### config.mk
export PLATFORM = sky130hd
export DESIGN_NAME = ldsControlUnit
export DESIGN_NICKNAME = d
export VERILOG_FILES = /design/src/ctrlPkg.sv /design/src/cpuPkg.sv /design/src/phaseIf.sv /design/src/ldsControlUnit.sv /design/src/loadStoreGroupDecoder.sv /design/src/instructionPhaseDecoder.sv
export SDC_FILE = /design/constraint.sdc
export NUM_CORES = 1
export LEC_CHECK = 0
export BUFFER_PORTS_ARGS = -buffer_cell sky130_fd_sc_hd__buf_2
export CORE_MARGIN = 1.5
export CORE_UTILIZATION = 45
export DETAILED_ROUTE_END_ITERATION = 8
export HOLD_SLACK_MARGIN = 0.1
export PLACE_DENSITY = 0.84
export SETUP_SLACK_MARGIN = 0.05
export SLEW_MARGIN = 20
export SYNTH_ARGS = -nofsm -noshare
export SYNTH_HDL_FRONTEND = slang
export SYNTH_SLANG_ARGS = --single-unit
### constraint.sdc
create_clock -name CLK -period 2 [get_ports CLK]
set_clock_uncertainty 0.2 [all_clocks]
set_input_delay 0.1 -clock CLK [delete_from_list [all_inputs] [get_ports CLK]]
set_output_delay 0.1 -clock CLK [all_outputs]
set_load 0.05 [all_outputs]
### src/ctrlPkg.sv
package ctrlPkg;

	// Register file access sequence
	typedef enum logic [3:0] {
		seqNone   = 4'd0,
		seqLdaRdb = 4'd1,
		seqLdaImm = 4'd2,
		seqLdaUpb = 4'd3,
		seqRdaRdb = 4'd4
	} regSeq;

	// ALU operation
	typedef enum logic [3:0] {
		aluNone = 4'd0,
		aluAdd  = 4'd1
	} aluOp;

	// ALU A operand source
	typedef enum logic [2:0] {
		srcANone     = 3'd0,
		srcARegA     = 3'd1,
		srcAMinusTwo = 3'd2,
		srcATwo      = 3'd3,
		// Zero-extended offset from argB
		srcAU5       = 3'd4
	} aluASrc;

	// ALU B operand source
	typedef enum logic [2:0] {
		srcBNone = 3'd0,
		srcBRegB = 3'd1
	} aluBSrc;

	// Address bus source
	typedef enum logic [2:0] {
		addrNone     = 3'd0,
		addrAlubData = 3'd1,
		addrHere     = 3'd2,
		addrAluR     = 3'd3
	} addrBus;

	// Data bus source
	typedef enum logic [1:0] {
		dataNone     = 2'd0,
		dataRegADout = 2'd1
	} dataBus;

	// Register file port B address select
	typedef enum logic [2:0] {
		regBNone = 3'd0,
		regBArgB = 3'd1,
		regBFp   = 3'd2,
		regBSp   = 3'd3,
		regBRs   = 3'd4
	} regBAddr;

	// Register file port A address select
	typedef enum logic [1:0] {
		regANone = 2'd0,
		regAArgA = 2'd1
	} regAAddr;

	// Sequencer state
	typedef enum logic [2:0] {
		stStopped = 3'd0,
		stFetch   = 3'd1,
		stDecode  = 3'd2,
		stExecute = 3'd3,
		stCommit  = 3'd4
	} phaseState;

endpackage

### src/cpuPkg.sv
package cpuPkg;

	// Instruction group in bits 15:13
	typedef enum logic [2:0] {
		groupGeneral   = 3'd0,
		groupLoadStore = 3'd1,
		groupJump      = 3'd2,
		groupAlu       = 3'd3,
		groupRegister  = 3'd4
	} instrGroup;

	// Load/store operation in bits 12:11
	typedef enum logic [1:0] {
		ldsLd = 2'd0,
		ldsSt = 2'd1
	} ldsOp;

	// Load/store addressing mode in bits 10:8
	typedef enum logic [2:0] {
		// (Rb)
		modeRegReg    = 3'd0,
		// (HERE)
		modeRegHere   = 3'd1,
		// (--Rb)
		modeRegRegDec = 3'd2,
		// (Rb++)
		modeRegRegInc = 3'd3,
		// Frame pointer plus unsigned offset
		modeRegFp     = 3'd4,
		// Stack pointer plus unsigned offset
		modeRegSp     = 3'd5,
		// Return stack plus unsigned offset
		modeRegRs     = 3'd6
	} ldsMode;

	// Register number, also used as a 4-bit offset in argB
	typedef logic [3:0] regNum;

	// Full 16-bit instruction word
	typedef struct packed {
		instrGroup group;
		ldsOp      op;
		ldsMode    mode;
		regNum     argA;
		regNum     argB;
	} instrWord;

	// Dedicated pointer registers
	localparam regNum regFp = 4'd12;
	localparam regNum regSp = 4'd13;
	localparam regNum regRs = 4'd14;

endpackage
### src/phaseIf.sv
`timescale 1ns/100ps

interface phaseIf;
	import cpuPkg::*;

	// One-cycle phase strobes, at most one high
	logic fetch;
	logic decode;
	logic execute;
	logic commit;

	// Word latched at the end of fetch
	instrWord instruction;

	// Sequencer side
	modport seq (
		output fetch, decode, execute, commit, instruction
	);

	// Group decoder side
	modport dec (
		input fetch, decode, execute, commit, instruction
	);

endinterface

### src/ldsControlUnit.sv
`timescale 1ns/100ps

module ldsControlUnit (
	input  logic                                CLK,
	input  logic                                arstN,
	input  logic [$bits(cpuPkg::instrWord)-1:0] din,
	input  logic                                halt,
	input  logic                                debugStop,
	input  logic                                debugStepReq,
	output logic                                fetch,
	output logic                                decode,
	output logic                                execute,
	output logic                                commit,
	output logic                                stopped,
	output logic                                pcEn,
	output logic                                debugStepAck,
	output logic [$bits(ctrlPkg::regSeq)-1:0]   regSeqX,
	output logic [$bits(ctrlPkg::aluOp)-1:0]    aluOpX,
	output logic [$bits(ctrlPkg::aluASrc)-1:0]  aluASrcX,
	output logic [$bits(ctrlPkg::aluBSrc)-1:0]  aluBSrcX,
	output logic [$bits(ctrlPkg::addrBus)-1:0]  addrBusX,
	output logic [$bits(ctrlPkg::dataBus)-1:0]  dataBusX,
	output logic [$bits(ctrlPkg::regAAddr)-1:0] regAAddrX,
	output logic [$bits(ctrlPkg::regBAddr)-1:0] regBAddrX
);

	// Phase strobes and latched word
	phaseIf i_phase ();

	// Phase sequencer
	instructionPhaseDecoder i_instructionPhaseDecoder (
		.CLK          (CLK),
		.arstN        (arstN),
		.din          (din),
		.halt         (halt),
		.debugStop    (debugStop),
		.debugStepReq (debugStepReq),
		.phase        (i_phase),
		.stopped      (stopped),
		.pcEn         (pcEn),
		.debugStepAck (debugStepAck)
	);

	// Load/store fields go straight out, no control mux here
	loadStoreGroupDecoder i_loadStoreGroupDecoder (
		.CLK       (CLK),
		.arstN     (arstN),
		.phase     (i_phase),
		.regSeqX   (regSeqX),
		.aluOpX    (aluOpX),
		.aluASrcX  (aluASrcX),
		.aluBSrcX  (aluBSrcX),
		.addrBusX  (addrBusX),
		.dataBusX  (dataBusX),
		.regAAddrX (regAAddrX),
		.regBAddrX (regBAddrX)
	);

	// Strobes for the rest of the CPU
	assign fetch   = i_phase.fetch;
	assign decode  = i_phase.decode;
	assign execute = i_phase.execute;
	assign commit  = i_phase.commit;

endmodule

### src/loadStoreGroupDecoder.sv
`timescale 1ns/100ps

module loadStoreGroupDecoder (
	input  logic            CLK,
	input  logic            arstN,
	phaseIf.dec             phase,
	output ctrlPkg::regSeq   regSeqX,
	output ctrlPkg::aluOp    aluOpX,
	output ctrlPkg::aluASrc  aluASrcX,
	output ctrlPkg::aluBSrc  aluBSrcX,
	output ctrlPkg::addrBus  addrBusX,
	output ctrlPkg::dataBus  dataBusX,
	output ctrlPkg::regAAddr regAAddrX,
	output ctrlPkg::regBAddr regBAddrX
);
	import cpuPkg::*;
	import ctrlPkg::*;

	// Decoded fields before the register stage
	regSeq   nxtRegSeq;
	aluOp    nxtAluOp;
	aluASrc  nxtAluASrc;
	aluBSrc  nxtAluBSrc;
	addrBus  nxtAddrBus;
	dataBus  nxtDataBus;
	regAAddr nxtRegAAddr;
	regBAddr nxtRegBAddr;
	// Known addressing mode
	logic    modeValid;

	always_comb begin
		nxtRegSeq   = seqNone;
		nxtAluOp    = aluNone;
		nxtAluASrc  = srcANone;
		nxtAluBSrc  = srcBNone;
		nxtAddrBus  = addrNone;
		nxtDataBus  = dataNone;
		nxtRegAAddr = regANone;
		nxtRegBAddr = regBNone;
		modeValid   = 1'b1;

		// Mode specific fields
		case (phase.instruction.mode)
			modeRegReg: begin
				nxtRegSeq   = seqLdaRdb;
				nxtAluASrc  = srcARegA;
				nxtAddrBus  = addrAlubData;
				nxtRegBAddr = regBArgB;
			end
			modeRegHere: begin
				nxtRegSeq   = seqLdaImm;
				nxtAluASrc  = srcARegA;
				nxtAddrBus  = addrHere;
				nxtRegBAddr = regBArgB;
			end
			modeRegRegDec: begin
				// Pre-decrement, address taken from the ALU result
				nxtRegSeq   = seqLdaUpb;
				nxtAluASrc  = srcAMinusTwo;
				nxtAddrBus  = addrAluR;
				nxtRegBAddr = regBArgB;
			end
			modeRegRegInc: begin
				// Post-increment, address taken before the add
				nxtRegSeq   = seqLdaUpb;
				nxtAluASrc  = srcATwo;
				nxtAddrBus  = addrAlubData;
				nxtRegBAddr = regBArgB;
			end
			modeRegFp, modeRegSp, modeRegRs: begin
				// Pointer plus offset
				nxtRegSeq  = seqLdaRdb;
				nxtAluASrc = srcAU5;
				nxtAddrBus = addrAluR;
				if (phase.instruction.mode == modeRegFp) begin
					nxtRegBAddr = regBFp;
				end else if (phase.instruction.mode == modeRegSp) begin
					nxtRegBAddr = regBSp;
				end else begin
					nxtRegBAddr = regBRs;
				end
			end
			default: modeValid = 1'b0;
		endcase

		// Common to every load/store
		nxtAluOp    = aluAdd;
		nxtAluBSrc  = srcBRegB;
		nxtRegAAddr = regAArgA;

		// Store reads Ra and drives it onto the data bus
		if (phase.instruction.op == ldsSt) begin
			nxtRegSeq  = seqRdaRdb;
			nxtDataBus = dataRegADout;
		end

		// Other groups and unknown modes leave everything idle
		if ((phase.instruction.group != groupLoadStore) || !modeValid) begin
			nxtRegSeq   = seqNone;
			nxtAluOp    = aluNone;
			nxtAluASrc  = srcANone;
			nxtAluBSrc  = srcBNone;
			nxtAddrBus  = addrNone;
			nxtDataBus  = dataNone;
			nxtRegAAddr = regANone;
			nxtRegBAddr = regBNone;
		end
	end

	// Fields valid through execute and commit
	always_ff @(posedge CLK or negedge arstN) begin
		if (!arstN) begin
			regSeqX   <= seqNone;
			aluOpX    <= aluNone;
			aluASrcX  <= srcANone;
			aluBSrcX  <= srcBNone;
			addrBusX  <= addrNone;
			dataBusX  <= dataNone;
			regAAddrX <= regANone;
			regBAddrX <= regBNone;
		end else if (phase.decode) begin
			regSeqX   <= nxtRegSeq;
			aluOpX    <= nxtAluOp;
			aluASrcX  <= nxtAluASrc;
			aluBSrcX  <= nxtAluBSrc;
			addrBusX  <= nxtAddrBus;
			dataBusX  <= nxtDataBus;
			regAAddrX <= nxtRegAAddr;
			regBAddrX <= nxtRegBAddr;
		end else if (phase.commit) begin
			// Back to idle for the next fetch
			regSeqX   <= seqNone;
			aluOpX    <= aluNone;
			aluASrcX  <= srcANone;
			aluBSrcX  <= srcBNone;
			addrBusX  <= addrNone;
			dataBusX  <= dataNone;
			regAAddrX <= regANone;
			regBAddrX <= regBNone;
		end
	end

endmodule

### src/instructionPhaseDecoder.sv
`timescale 1ns/100ps

module instructionPhaseDecoder (
	input  logic            CLK,
	input  logic            arstN,
	input  cpuPkg::instrWord din,
	input  logic            halt,
	input  logic            debugStop,
	input  logic            debugStepReq,
	phaseIf.seq             phase,
	output logic            stopped,
	output logic            pcEn,
	output logic            debugStepAck
);
	import ctrlPkg::*;

	phaseState state;
	phaseState nextState;

	// Set by a step request, held until that instruction commits
	logic stepPending;
	logic stepStart;

	// Step only honored while parked under debug control
	assign stepStart = (state == stStopped) && debugStop && debugStepReq;

	always_comb begin
		nextState = state;
		unique case (state)
			stFetch:   nextState = stDecode;
			stDecode:  nextState = stExecute;
			stExecute: nextState = stCommit;
			stCommit: begin
				// Park after commit on halt or debug stop
				if (halt || debugStop) begin
					nextState = stStopped;
				end else begin
					nextState = stFetch;
				end
			end
			stStopped: begin
				if (stepStart || (!halt && !debugStop)) begin
					nextState = stFetch;
				end
			end
			default: nextState = stFetch;
		endcase
	end

	always_ff @(posedge CLK or negedge arstN) begin
		if (!arstN) begin
			state       <= stFetch;
			stepPending <= 1'b0;
		end else begin
			state <= nextState;
			if (stepStart) begin
				stepPending <= 1'b1;
			end else if (state == stCommit) begin
				stepPending <= 1'b0;
			end
		end
	end

	// Instruction latch, loaded on the edge that ends fetch
	always_ff @(posedge CLK) begin
		if (state == stFetch) begin
			phase.instruction <= din;
		end
	end

	// One-hot phase strobes
	assign phase.fetch   = (state == stFetch);
	assign phase.decode  = (state == stDecode);
	assign phase.execute = (state == stExecute);
	assign phase.commit  = (state == stCommit);

	assign stopped      = (state == stStopped);
	// PC advances once per instruction
	assign pcEn         = (state == stCommit);
	assign debugStepAck = (state == stCommit) && stepPending;

endmodule

[Word level (Yosys, flattened, before mapping)]
Cells that the tools add are included.
Operators by class
  reduce and logical (&&, ||, !) cells: 22
  muxes and demuxes: 33
  equality and inequality tests: 13
Operator list (number)
  3-bit 2-to-1 mux: 12
  3-bit one-hot mux with 5 select lines: 1
  3-bit by 2-bit equality test with 1-bit output (second input constant): 4
  3-bit equality test (second input constant): 4
  4-bit 2-to-1 mux: 3
  2-bit one-hot mux with 3 select lines: 2
  3-bit one-hot mux with 4 select lines: 1
  4-bit OR reduction: 3
  1-bit 2-to-1 mux: 9
  2-bit 2-to-1 mux: 4
  7-bit OR reduction: 1
  3-bit by 1-bit equality test with 1-bit output (second input constant): 2
  3-bit logical NOT: 2
  3-bit one-hot mux with 2 select lines: 1
  2-bit OR reduction: 3
  1-bit logical AND: 4
  2-bit nonzero test: 2
  1-bit logical NOT: 3
  1-bit logical OR: 3
  3-bit by 1-bit != test with 1-bit output (second input constant): 1
  3-bit OR reduction: 1
  2-bit by 1-bit equality test with 1-bit output (second input constant): 1
  2-bit by 1-bit != test with 1-bit output (second input constant): 1
Storage, ports and cells
  flip-flop bits (word level): 36
  input port bits: 21

[Depth between registers and ports, before layout]
Gate-level depths: netlist of the first run.
  depth after elaboration: 7
  depth in mapped cells: 5

[Modules after synthesis]
From an unflattened synthesis of the first run, not the netlist that was laid out.
Second synthesis, totals
  cell total of the unflattened synthesis: 96
  area, all modules: 1351.3 sq um
Modules (own cells, without submodules)
  instructionPhaseDecoder: cells each 39, area each 740.7 sq um, seq. area each 581.8 sq um, instances 1
  loadStoreGroupDecoder: cells each 57, area each 610.6 sq um, seq. area each 300.3 sq um, instances 1

[Least setup slack after synthesis of the first run]
OpenSTA, ideal clock, no wires.
  path kind: register to register
  from: register i_instructionPhaseDecoder.state[0]
  to: register i_instructionPhaseDecoder.phase.instruction[10] (netlist name)
  buffers on the path: 0
  clock period less this slack: 2.222 ns
  setup time: 0.402 ns
  setup slack: -0.222 ns
  arrival: 1.620 ns
  cell stages (with the launch flop): 3
  cell sequence: dfstp_2 nand2b_1 nor2_1
Between the ends
  longest elaborated chain between the ends: 1
RTL lines
  from (decl): RTL line instructionPhaseDecoder.sv:17  | phaseState state;
  from (signal assigned): RTL line instructionPhaseDecoder.sv:52  | state <= stFetch;
  from (signal assigned): RTL line instructionPhaseDecoder.sv:55  | state <= nextState;
  3-bit by 1-bit equality test with 1-bit output
  net fetch: RTL line ldsControlUnit.sv:10  | output logic fetch,
The timed path passes the listed nets, and every way through them passes these cells.
A chain may end at the register's enable or synchronous reset.

[Final worst setup path of the first run]
  from: register i_instructionPhaseDecoder.state[2]
  to: output decode
Between the ends
  longest elaborated chain between the ends: 1
RTL lines
  3-bit by 2-bit equality test with 1-bit output: RTL line instructionPhaseDecoder.sv:73  | assign phase.decode = (state == stDecode);
  to (decl): RTL line ldsControlUnit.sv:11  | output logic decode,
No other way between the ends.

==> flow_metrics.py, run 1 <==
metrics = {
    "outcome": {
        "status": "complete, no violations",
    },
    "setup_path": {
        "cp_top_family": "flip-flops",
        "crit_type": "reg2out",
        "max_stage_delay_ns": 0.48,
        "start_kind": "flip-flop",
        "crit_fanout": 9,
        "crit_slowest_cell": "dfrtp_1",
        "crit_chain": "or3b_4 > inv_1 > buf_2",
        "worst_ep_arrival_time_ns": 1.56,
        "r2r_cells": 4,
        "path_depth": 3,
        "crit_required_ns": 1.70,
        "cp-end-kind": "output port",
        "crit_buf_inv": 2,
    },
    "grt": {
        "grt_pass1_wl_mm": 3.367,
        "grtUsageTotal_pct": 17.10,
        "overflow": 0,
        "grt_pass1_vias": 729,
        "antenna_found_initial": 0,
        "grt_max_degree": 16,
    },
    "power_and_ir_drop": {
        "leakage_nw": 0.7643,
        "power-per-cell-area_nw_per_um2": 1724,
        "vdd_drop_max_v": 0.0009070,
    },
    "routing": {
        "route.antenna.remaining_nets": 0,
        "viasPerCell": 4.994,
        "drc": 0,
        "drt-total-wl_mm": 2.141,
        "met1Wirelength_um": 826,
        "dr_wl_met2_mm": 1.191,
        "first_pass_iters": 4,
        "top_layer": "met4",
        "drt_iter0_markers": 27,
        "wl_per_cell_um": 12.90,
        "wl_met3_um": 106,
        "vias": 829,
    },
    "floorplanning": {
        "die_h_um": 52.91,
        "die-width_um": 52.91,
        "coreArea_um2": 2276,
        "dieArea_um2": 2799,
        "placementRows": 17,
        "start_util_pct": 49.26,
        "ios": 52,
    },
    "yosys": {
        "ys_warn_count": 0,
        "yosys.area.top_type_share_pct": 33.48,
        "syn_area_um2": 1121,
        "async_reset_ff_share_pct": 66.67,
        "yosys.area_share.adder_pct": 0,
        "yosys-mux-area-fraction_pct": 0,
        "synth_flop_cell": "dfrtp_1",
        "synth-simple-area-share_pct": 12.95,
        "yosys.area_share.xor_xnor_pct": 1.563,
        "ys_seq_area_share_pct": 57.25,
        "synth_area_per_cell_um2": 12.46,
        "yosysMostFrequentCell": "dfrtp_1",
        "synth_top_area_cell": "dfrtp_1",
        "synth_top_family_by_area": "buffers and inverters",
        "ys_top_cells_by_count": "15 x dfrtp_1, 13 x buf_4, 8 x edfxtp_1",
        "synth_enable_flop_cells": 8,
        "synth-seq-cells": 24,
        "ys_types": 28,
        "synth_compound_area_share_pct": 13.84,
        "syn_inst": 90,
        "synthTopCellsByArea": "dfrtp_1 33%, edfxtp_1 21%, buf_4 8.7%, a32o_1 4.5%, a22o_1 3.1%",
    },
    "cells_and_area": {
        "areaGrowthSynthToFinish_pct": 31.47,
        "n_antenna_cell": 0,
        "design_area_um2": 1474,
        "nets": 160,
        "drive_above_1_share_pct": 38.41,
    },
    "clock_network": {
        "clkLatencyLatePin_ns": 0.31,
        "clock_path_buffers": 2,
        "clk_pin_slew_ns": 0.13,
        "numCtsBuffers": 3,
        "root_buffer": "clkbuf_4",
        "cts.sinks": 24,
        "tritoncts": "yes",
        "htreeDepth": 1,
    },
    "timing": {
        "slew_headroom_pct": 53.67,
        "rsz0062_at_grt": "no",
        "final.min_clock_period_ns": 1.858,
        "hold_violations": 0,
        "fmax_ghz": 0.5382,
        "setup_violations": 0,
        "drv_slew": 0,
        "worst_pin_slew_ns": 0.6927,
        "finalCritPeriodShare_pct": 92.90,
        "fin_tns_setup_ns": 0,
    },
    "place": {
        "port_buffers": 34,
        "place_congestion": 0.7443,
        "dpl.hpwl_mm": 1.348,
        "dpl_cell_area_um2": 1231,
    },
    "worst_hold_path": {
        "holdCritPathClass": "in2reg",
        "hold_path_depth": 2,
    },
    "flow_run": {
        "cap_violations": 0,
    },
}
-- metal layers --
metal	up-vias	global-route usage, %
met5	-	0
met4	0	7.692
met3	2	1.695
met2	38	30.00
met1	395	21.20
li1	394	-
-- sequential cells by signal (all words and copies together), names as in the netlist --
signal                                       flops
i_instructionPhaseDecoder.phase.instruction      8
i_instructionPhaseDecoder.state                  3
i_loadStoreGroupDecoder.aluASrcX                 3
i_loadStoreGroupDecoder.regBAddrX                3
i_loadStoreGroupDecoder.regSeqX                  3
i_loadStoreGroupDecoder.addrBusX                 2
i_instructionPhaseDecoder.stepPending            1
i_loadStoreGroupDecoder.aluBSrcX                 1
-- through the flow --
step           worst slack, ns  util [%]  power, mW  cells  hold slack [ns]
2_1_floorplan           0.1276         -      1.916     98          -0.3956
3_3_place_gp            0.2554     54.10      2.058    143          -0.1744
3_5_place_dp            0.2325     54.10      2.084    143          -0.1671
4_1_cts                0.05295     63.66      2.484    163           0.2739
5_1_grt                0.08156     64.76      2.670    166           0.2701
6_report                0.1420     64.76      2.541    166           0.2844
-- report_power, final --
group / total, mW / internal, mW / switching [mW]
clock network: 0.346 / 0.202 / 0.143
registers: 0.852 / 0.711 / 0.141
logic: 1.34 / 0.403 / 0.941
-- cell usage in the layout, fill, tap and decap left out, drive strengths merged, types with 2 or more instances in the layout --
cell / instances
dfrtp: 15
a22o: 4
a32o: 8
nand2b: 3
o21ai: 2
dlygate4sd3: 16
nor2: 6
nand2: 4
edfxtp: 8
clkbuf: 4
conb: 9
and3b: 2
buf: 38
nand3: 2
inv: 4
-- worst paths after layout --
check                                                    startpoint                                              to  slack (ns)
worst max register to register   i_instructionPhaseDecoder.state[2]             i_loadStoreGroupDecoder.aluASrcX[1]        0.20
max in group asynchronous                                     arstN             i_loadStoreGroupDecoder.aluASrcX[0]        0.48
worst min-delay path                                         din[8]  i_instructionPhaseDecoder.phase.instruction[8]        0.28
worst min register to register  i_loadStoreGroupDecoder.aluASrcX[2]             i_loadStoreGroupDecoder.aluASrcX[2]        0.31
min in group asynchronous                                     arstN              i_instructionPhaseDecoder.state[0]        0.60
worst max-delay path             i_instructionPhaseDecoder.state[2]                                          decode        0.14
-- logic make-up (layout without fill, tap and decap cells) --
family | after synthesis | after routing
AO/OA/AOI/OAI | 17 | 17
XOR/XNOR | 2 | 2
buffers and inverters | 23 | 63
flip-flops | 24 | 24
other | 1 | 9
AND/OR/NAND/NOR | 23 | 23
-- layout make-up --
cell class              instances  area (µm²)
clock buffers                   3       22.52
fillers                       167       802.0
repair buffers                 55       370.4
multi-input cells              51       359.1
flip-flops and latches         24       641.9
well taps                      28       35.03
inverters                       4       15.01
clock inverters                 1       30.03
-- what timing repair did --
item,4_1_cts,5_1_grt
gates resized for setup,1,1
hold endpoints to repair,26,0
buffers inserted,0,3
pin swaps,0,1
endpoints found under the setup margin,1,1
hold buffers,16,0
(Power assumes the default switching activity.)
==> run 2: changes to the inputs <==
Settings changed: CORE_UTILIZATION 45 to 47, CTS_BUF_LIST from default to sky130_fd_sc_hd__clkbuf_4 sky130_fd_sc_hd__clkbuf_8, PLACE_DENSITY 0.84 to 0.86.
==> run 2 against run 1 <==
  * Final area down 0.51%
  * Global-route usage up 1.7 points
  * Combinational power about the same
  * Via count up 1.7%
  * Utilization up 0.90 points
  * Non-clock buffer count down 1
  * Flip-flop and latch count unchanged
  * Register-to-register slack better by 0.03 ns
  * Largest cell class unchanged
  * Highest routed layer unchanged
==> flow_metrics.py, run 2 (synthesis gave the netlist of run 1 again) <==
metrics = {
    "outcome": {
        "status": "complete, no violations",
    },
    "floorplanning": {
        "coreArea_um2": 2233,
        "placementRows": 17,
        "ios": 52,
        "die-width_um": 51.84,
        "die_h_um": 51.84,
        "start_util_pct": 50.20,
        "dieArea_um2": 2687,
    },
    "timing": {
        "drv_slew": 0,
        "fin_tns_setup_ns": 0,
        "worst_pin_slew_ns": 0.6808,
        "fmax_ghz": 0.5459,
        "slew_headroom_pct": 54.46,
        "finalCritPeriodShare_pct": 91.60,
        "final.min_clock_period_ns": 1.832,
        "rsz0062_at_grt": "no",
        "setup_violations": 0,
        "hold_violations": 0,
        "layout_setup_ws_ns": 0.1681,
        "hold_ws_ns": 0.2742,
    },
    "power_and_ir_drop": {
        "vdd_drop_max_v": 0.001033,
        "power-per-cell-area_nw_per_um2": 1721,
        "finalPower_mw": 2.524,
        "leakage_nw": 0.7600,
    },
    "clock_network": {
        "cts.sinks": 24,
        "tritoncts": "yes",
        "htreeDepth": 1,
        "clk_pin_slew_ns": 0.13,
        "clkLatencyLatePin_ns": 0.32,
        "numCtsBuffers": 3,
        "clock_path_buffers": 2,
        "root_buffer": "clkbuf_4",
        "cts_setup_buffers": 0,
    },
    "setup_path": {
        "cp_common_cell": "buf_4",
        "path_depth": 4,
        "r2r_cells": 4,
        "cp_top_family": "simple AND/OR/NAND/NOR gates",
        "crit_type": "reg2out",
        "worst_ep_arrival_time_ns": 1.53,
        "crit_required_ns": 1.70,
        "crit_chain": "buf_4 > nand2b_1 > nor2_4 > buf_4",
        "crit_slowest_cell": "dfrtp_1",
        "crit_fanout": 8,
        "start_kind": "flip-flop",
        "cp-end-kind": "output port",
        "max_stage_delay_ns": 0.41,
        "crit_buf_inv": 2,
    },
    "routing": {
        "first_pass_iters": 3,
        "route.antenna.remaining_nets": 0,
        "drt_iter0_markers": 2,
        "vias": 843,
        "viasPerCell": 5.109,
        "drc": 0,
        "wl_per_cell_um": 13.04,
        "drt-total-wl_mm": 2.151,
    },
    "cells_and_area": {
        "areaGrowthSynthToFinish_pct": 30.80,
        "max_flop_register": "i_instructionPhaseDecoder.phase.instruction",
        "final_util_pct": 65.66,
        "nets": 159,
        "final_common_cell": "buf_2",
        "drive_above_1_share_pct": 37.96,
        "largest_reg_flops": 8,
        "final_cell_mix": "33 x buf_2, 16 x dlygate4sd3_1, 15 x dfrtp_1, 9 x conb_1, 8 x edfxtp_1",
        "n_antenna_cell": 0,
    },
    "worst_hold_path": {
        "holdCritPathClass": "in2reg",
        "hold_path_depth": 2,
    },
    "grt": {
        "grtUsageTotal_pct": 18.82,
        "overflow": 0,
        "use_met1_pct": 21.61,
        "top_usage_layer": "met2",
        "grt_pass1_wl_mm": 3.684,
        "grt_max_degree": 16,
        "met3_usage_pct": 4.885,
        "use_met2_pct": 33.33,
        "antenna_found_initial": 0,
        "grt_pass1_vias": 882,
    },
    "place": {
        "port_buffers": 34,
        "dpl_worst_slack_ns": 0.3145,
        "dpl.hpwl_mm": 1.360,
        "place_congestion": 0.7259,
    },
    "flow_run": {
        "cap_violations": 0,
    },
}
==> run 2: per-stage QoR <==
step           area (µm²)  std cells
3_3_place_gp         1246        145
3_5_place_dp         1246        145
5_1_grt              1466        165
4_1_cts              1459        165
6_report             1466        165
2_1_floorplan        1154         98
==> run 2: final timing paths <==
kind,start,endpoint,slack (ns)
worst max register to register,i_instructionPhaseDecoder.state[0],i_instructionPhaseDecoder.stepPending,0.23
max in group asynchronous,arstN,i_instructionPhaseDecoder.state[1],0.50
worst min-delay path,din[10],i_instructionPhaseDecoder.phase.instruction[10],0.27
min in group asynchronous,arstN,i_instructionPhaseDecoder.state[0],0.57
worst min register to register,i_loadStoreGroupDecoder.aluASrcX[2],i_loadStoreGroupDecoder.aluASrcX[2],0.31
worst max-delay path,i_instructionPhaseDecoder.state[2],fetch,0.17
==> run 2: worst reg2reg max path, stage by stage (launching register included) <==
cell,delay (ns)
dfstp_2,0.62
nor2_1,0.09
a31oi_1,0.16
dlygate4sd3_1,0.57
nor2_1,0.04
==> run 2: final cells by class <==
cell class / instances / area, µm²
fillers: 169 / 767.0
flip-flops and latches: 24 / 641.9
repair buffers: 54 / 362.8
multi-input cells: 51 / 359.1
well taps: 28 / 35.03
clock inverters: 1 / 30.03
clock buffers: 3 / 22.52
inverters: 4 / 15.01
==> run 2: per-layer routing <==
layer | part of all wire [%] | up-vias
li1 | - | 389
met1 | 42 | 417
met2 | 51 | 33
met3 | 5.1 | 4
met4 | 2.0 | 0
met5 | 0 | -
==> run 2: where the power goes <==
group          total [mW]  leakage (nW)  internal [mW]  switching, mW
Combinational        1.33         0.444          0.386          0.948
Clock               0.352        0.0279          0.203          0.149
Sequential          0.839         0.288          0.711          0.128
Total                2.52         0.760           1.30           1.23
==> run 2: what timing repair did <==
action | 4_1_cts | 5_1_grt
setup endpoints to repair | 0 | 1
hold buffers | 16 | 0
resized for setup | 0 | 3
endpoints found under the hold margin | 26 | 0
==> run 3: changes to the inputs <==
Settings changed: CORE_MARGIN 1.5 to default, CORE_UTILIZATION 47 to 43, PLACE_DENSITY 0.86 to 0.84.
Clock period 2 ns to 1.5 ns, I/O delays scaled along.
==> run 3 against run 2 <==
  * The flow now finishes with violations (negative setup slack)
  * Combinational power rose by 65%
  * Final area rose by 7.2%
  * Non-clock buffer count rose by 2
==> flow_metrics.py, run 3 (synthesis gave the netlist of run 1 again) <==
metrics = {
    "outcome": {
        "status": "finished with violations",
        "violations": "negative setup slack",
    },
    "clock_network": {
        "htreeDepth": 1,
        "clkLatencyLatePin_ns": 0.32,
        "numCtsBuffers": 3,
        "clk_pin_slew_ns": 0.13,
        "tritoncts": "yes",
        "cts.sinks": 24,
        "clock_path_buffers": 2,
        "root_buffer": "clkbuf_4",
    },
    "worst_hold_path": {
        "hold_path_depth": 2,
        "holdCritPathClass": "in2reg",
        "holdCritStartpoint": "din[8]",
        "holdPathEnd": "i_instructionPhaseDecoder.phase.instruction[8]",
    },
    "setup_path": {
        "r2r_cells": 4,
        "crit_chain": "buf_6 > and3b_2 > buf_8",
        "cp-end-kind": "output port",
        "max_stage_delay_ns": 0.58,
        "reg2reg_to": "i_loadStoreGroupDecoder.aluASrcX[0]",
        "worst_ep_arrival_time_ns": 1.42,
        "rrSetupSlack_ns": -0.18,
        "crit_required_ns": 1.22,
        "crit_fanout": 5,
        "crit_slowest_cell": "dfstp_2",
        "start_kind": "flip-flop",
        "r2r-start": "i_instructionPhaseDecoder.state[0]",
        "crit_type": "reg2out",
    },
    "routing": {
        "drt-total-wl_mm": 2.392,
        "viasPerCell": 5.053,
        "drc": 0,
        "wl_per_cell_um": 14.15,
        "vias": 854,
        "first_pass_iters": 4,
        "drt_iter0_markers": 29,
        "route.antenna.remaining_nets": 0,
    },
    "timing": {
        "drv_slew": 0,
        "final.min_clock_period_ns": 1.690,
        "hold_violations": 0,
        "layout_setup_ws_ns": -0.1902,
        "fin_tns_setup_ns": -2.901,
        "setup_violations": 27,
        "finalCritPeriodShare_pct": 112.7,
        "fmax_ghz": 0.5916,
        "hold_ws_ns": 0.2611,
        "rsz0062_at_grt": "yes",
    },
    "cells_and_area": {
        "final_cell_mix": "27 x buf_2, 15 x dfrtp_1, 13 x dlygate4sd3_1, 9 x conb_1",
        "fill_cells": 188,
        "n_antenna_cell": 0,
        "finalNonFillerCells": 169,
        "multiInputGateArea_um2": 395.4,
        "final_util_pct": 63.43,
        "regArea_um2": 641.9,
        "nets": 161,
        "areaGrowthSynthToFinish_pct": 40.18,
        "final_common_cell": "buf_2",
        "drive_above_1_share_pct": 45.32,
        "max_flop_register": "i_instructionPhaseDecoder.phase.instruction",
        "largest_reg_flops": 8,
    },
    "floorplanning": {
        "dieArea_um2": 2815,
        "ios": 52,
        "start_util_pct": 45.25,
        "placementRows": 18,
        "die-width_um": 53.06,
        "coreArea_um2": 2477,
        "die_h_um": 53.06,
    },
    "place": {
        "dpl_worst_slack_ns": -0.1631,
        "port_buffers": 34,
        "place_congestion": 0.7091,
        "dp_cells": 149,
        "dpl.hpwl_mm": 1.425,
    },
    "power_and_ir_drop": {
        "leakage_nw": 0.7841,
        "power-per-cell-area_nw_per_um2": 2325,
        "vdd_drop_max_v": 0.001471,
    },
    "flow_run": {
        "cap_violations": 0,
    },
    "grt": {
        "grtUsageTotal_pct": 20.14,
        "grt_max_degree": 17,
        "overflow": 0,
        "antenna_found_initial": 0,
        "grt_pass1_wl_mm": 3.843,
        "grt_pass1_vias": 849,
    },
}
run 3: per-layer routing:
metal  up-vias  track usage (%)  part of all wire [%]
li1        397                -                     -
met1       408            22.53                    39
met2        40            34.81                    53
met3         9            5.172                   5.1
met4         0            10.53                   3.0
met5         -                0                     0
run 3: through the flow:
step / total power [mW] / area [µm²]
final: 3.654 / 1572
after global routing: 3.847 / 1572
after CTS: 3.528 / 1536
after detailed placement: 2.909 / 1275
after global placement: 2.857 / 1275
after floorplan: 2.586 / 1165
run 3: how the worst max path moves through the flow:
| stage | to | slack, ns | start | depth (start not counted) |
|---|---|---|---|---|
| 6_report | execute | -0.19 | i_instructionPhaseDecoder.state[0] | 3 |
| 5_1_grt | i_loadStoreGroupDecoder.regBAddrX[1] | -0.23 | i_instructionPhaseDecoder.state[0] | 4 |
| 4_1_cts | decode | -0.17 | i_instructionPhaseDecoder.state[0] | 3 |
| 3_5_place_dp | i_loadStoreGroupDecoder.regSeqX[1] | -0.16 | i_instructionPhaseDecoder.state[2] | 4 |
| 3_3_place_gp | i_loadStoreGroupDecoder.regSeqX[1] | -0.11 | i_instructionPhaseDecoder.state[2] | 4 |
| 2_1_floorplan | i_loadStoreGroupDecoder.regSeqX[1] | -0.23 | i_instructionPhaseDecoder.state[2] | 5 |
run 3: area by class of cell:
type,instances,share of cell area (%)
clock buffers,4,2.309
inverters,4,0.9554
multi-input cells,51,25.16
flip-flops and latches,24,40.84
well taps,30,2.389
repair buffers,56,28.34
run 3: worst max-delay path: cells and delay by family (launching register included):
kind / cells / cell delay [ns]
buffers and inverters: 2 / 0.29
DFF: 1 / 0.58
and+or+nand+nor: 1 / 0.22
run 3: power by group:
group | switching [mW] | internal, mW | leakage [nW] | total [mW]
logic | 1.41 | 0.782 | 0.475 | 2.19
clock network | 0.193 | 0.149 | 0.0210 | 0.342
registers | 0.173 | 0.948 | 0.288 | 1.12
total | 1.78 | 1.88 | 0.784 | 3.65
run 3: timing repair:
action	CTS	global route
hold buffers	13	0
gates resized for setup	23	8
setup buffers	2	2
gates cloned	0	0
endpoints found under the hold margin	26	0
endpoints found under the setup margin	27	27
pin swaps	5	1
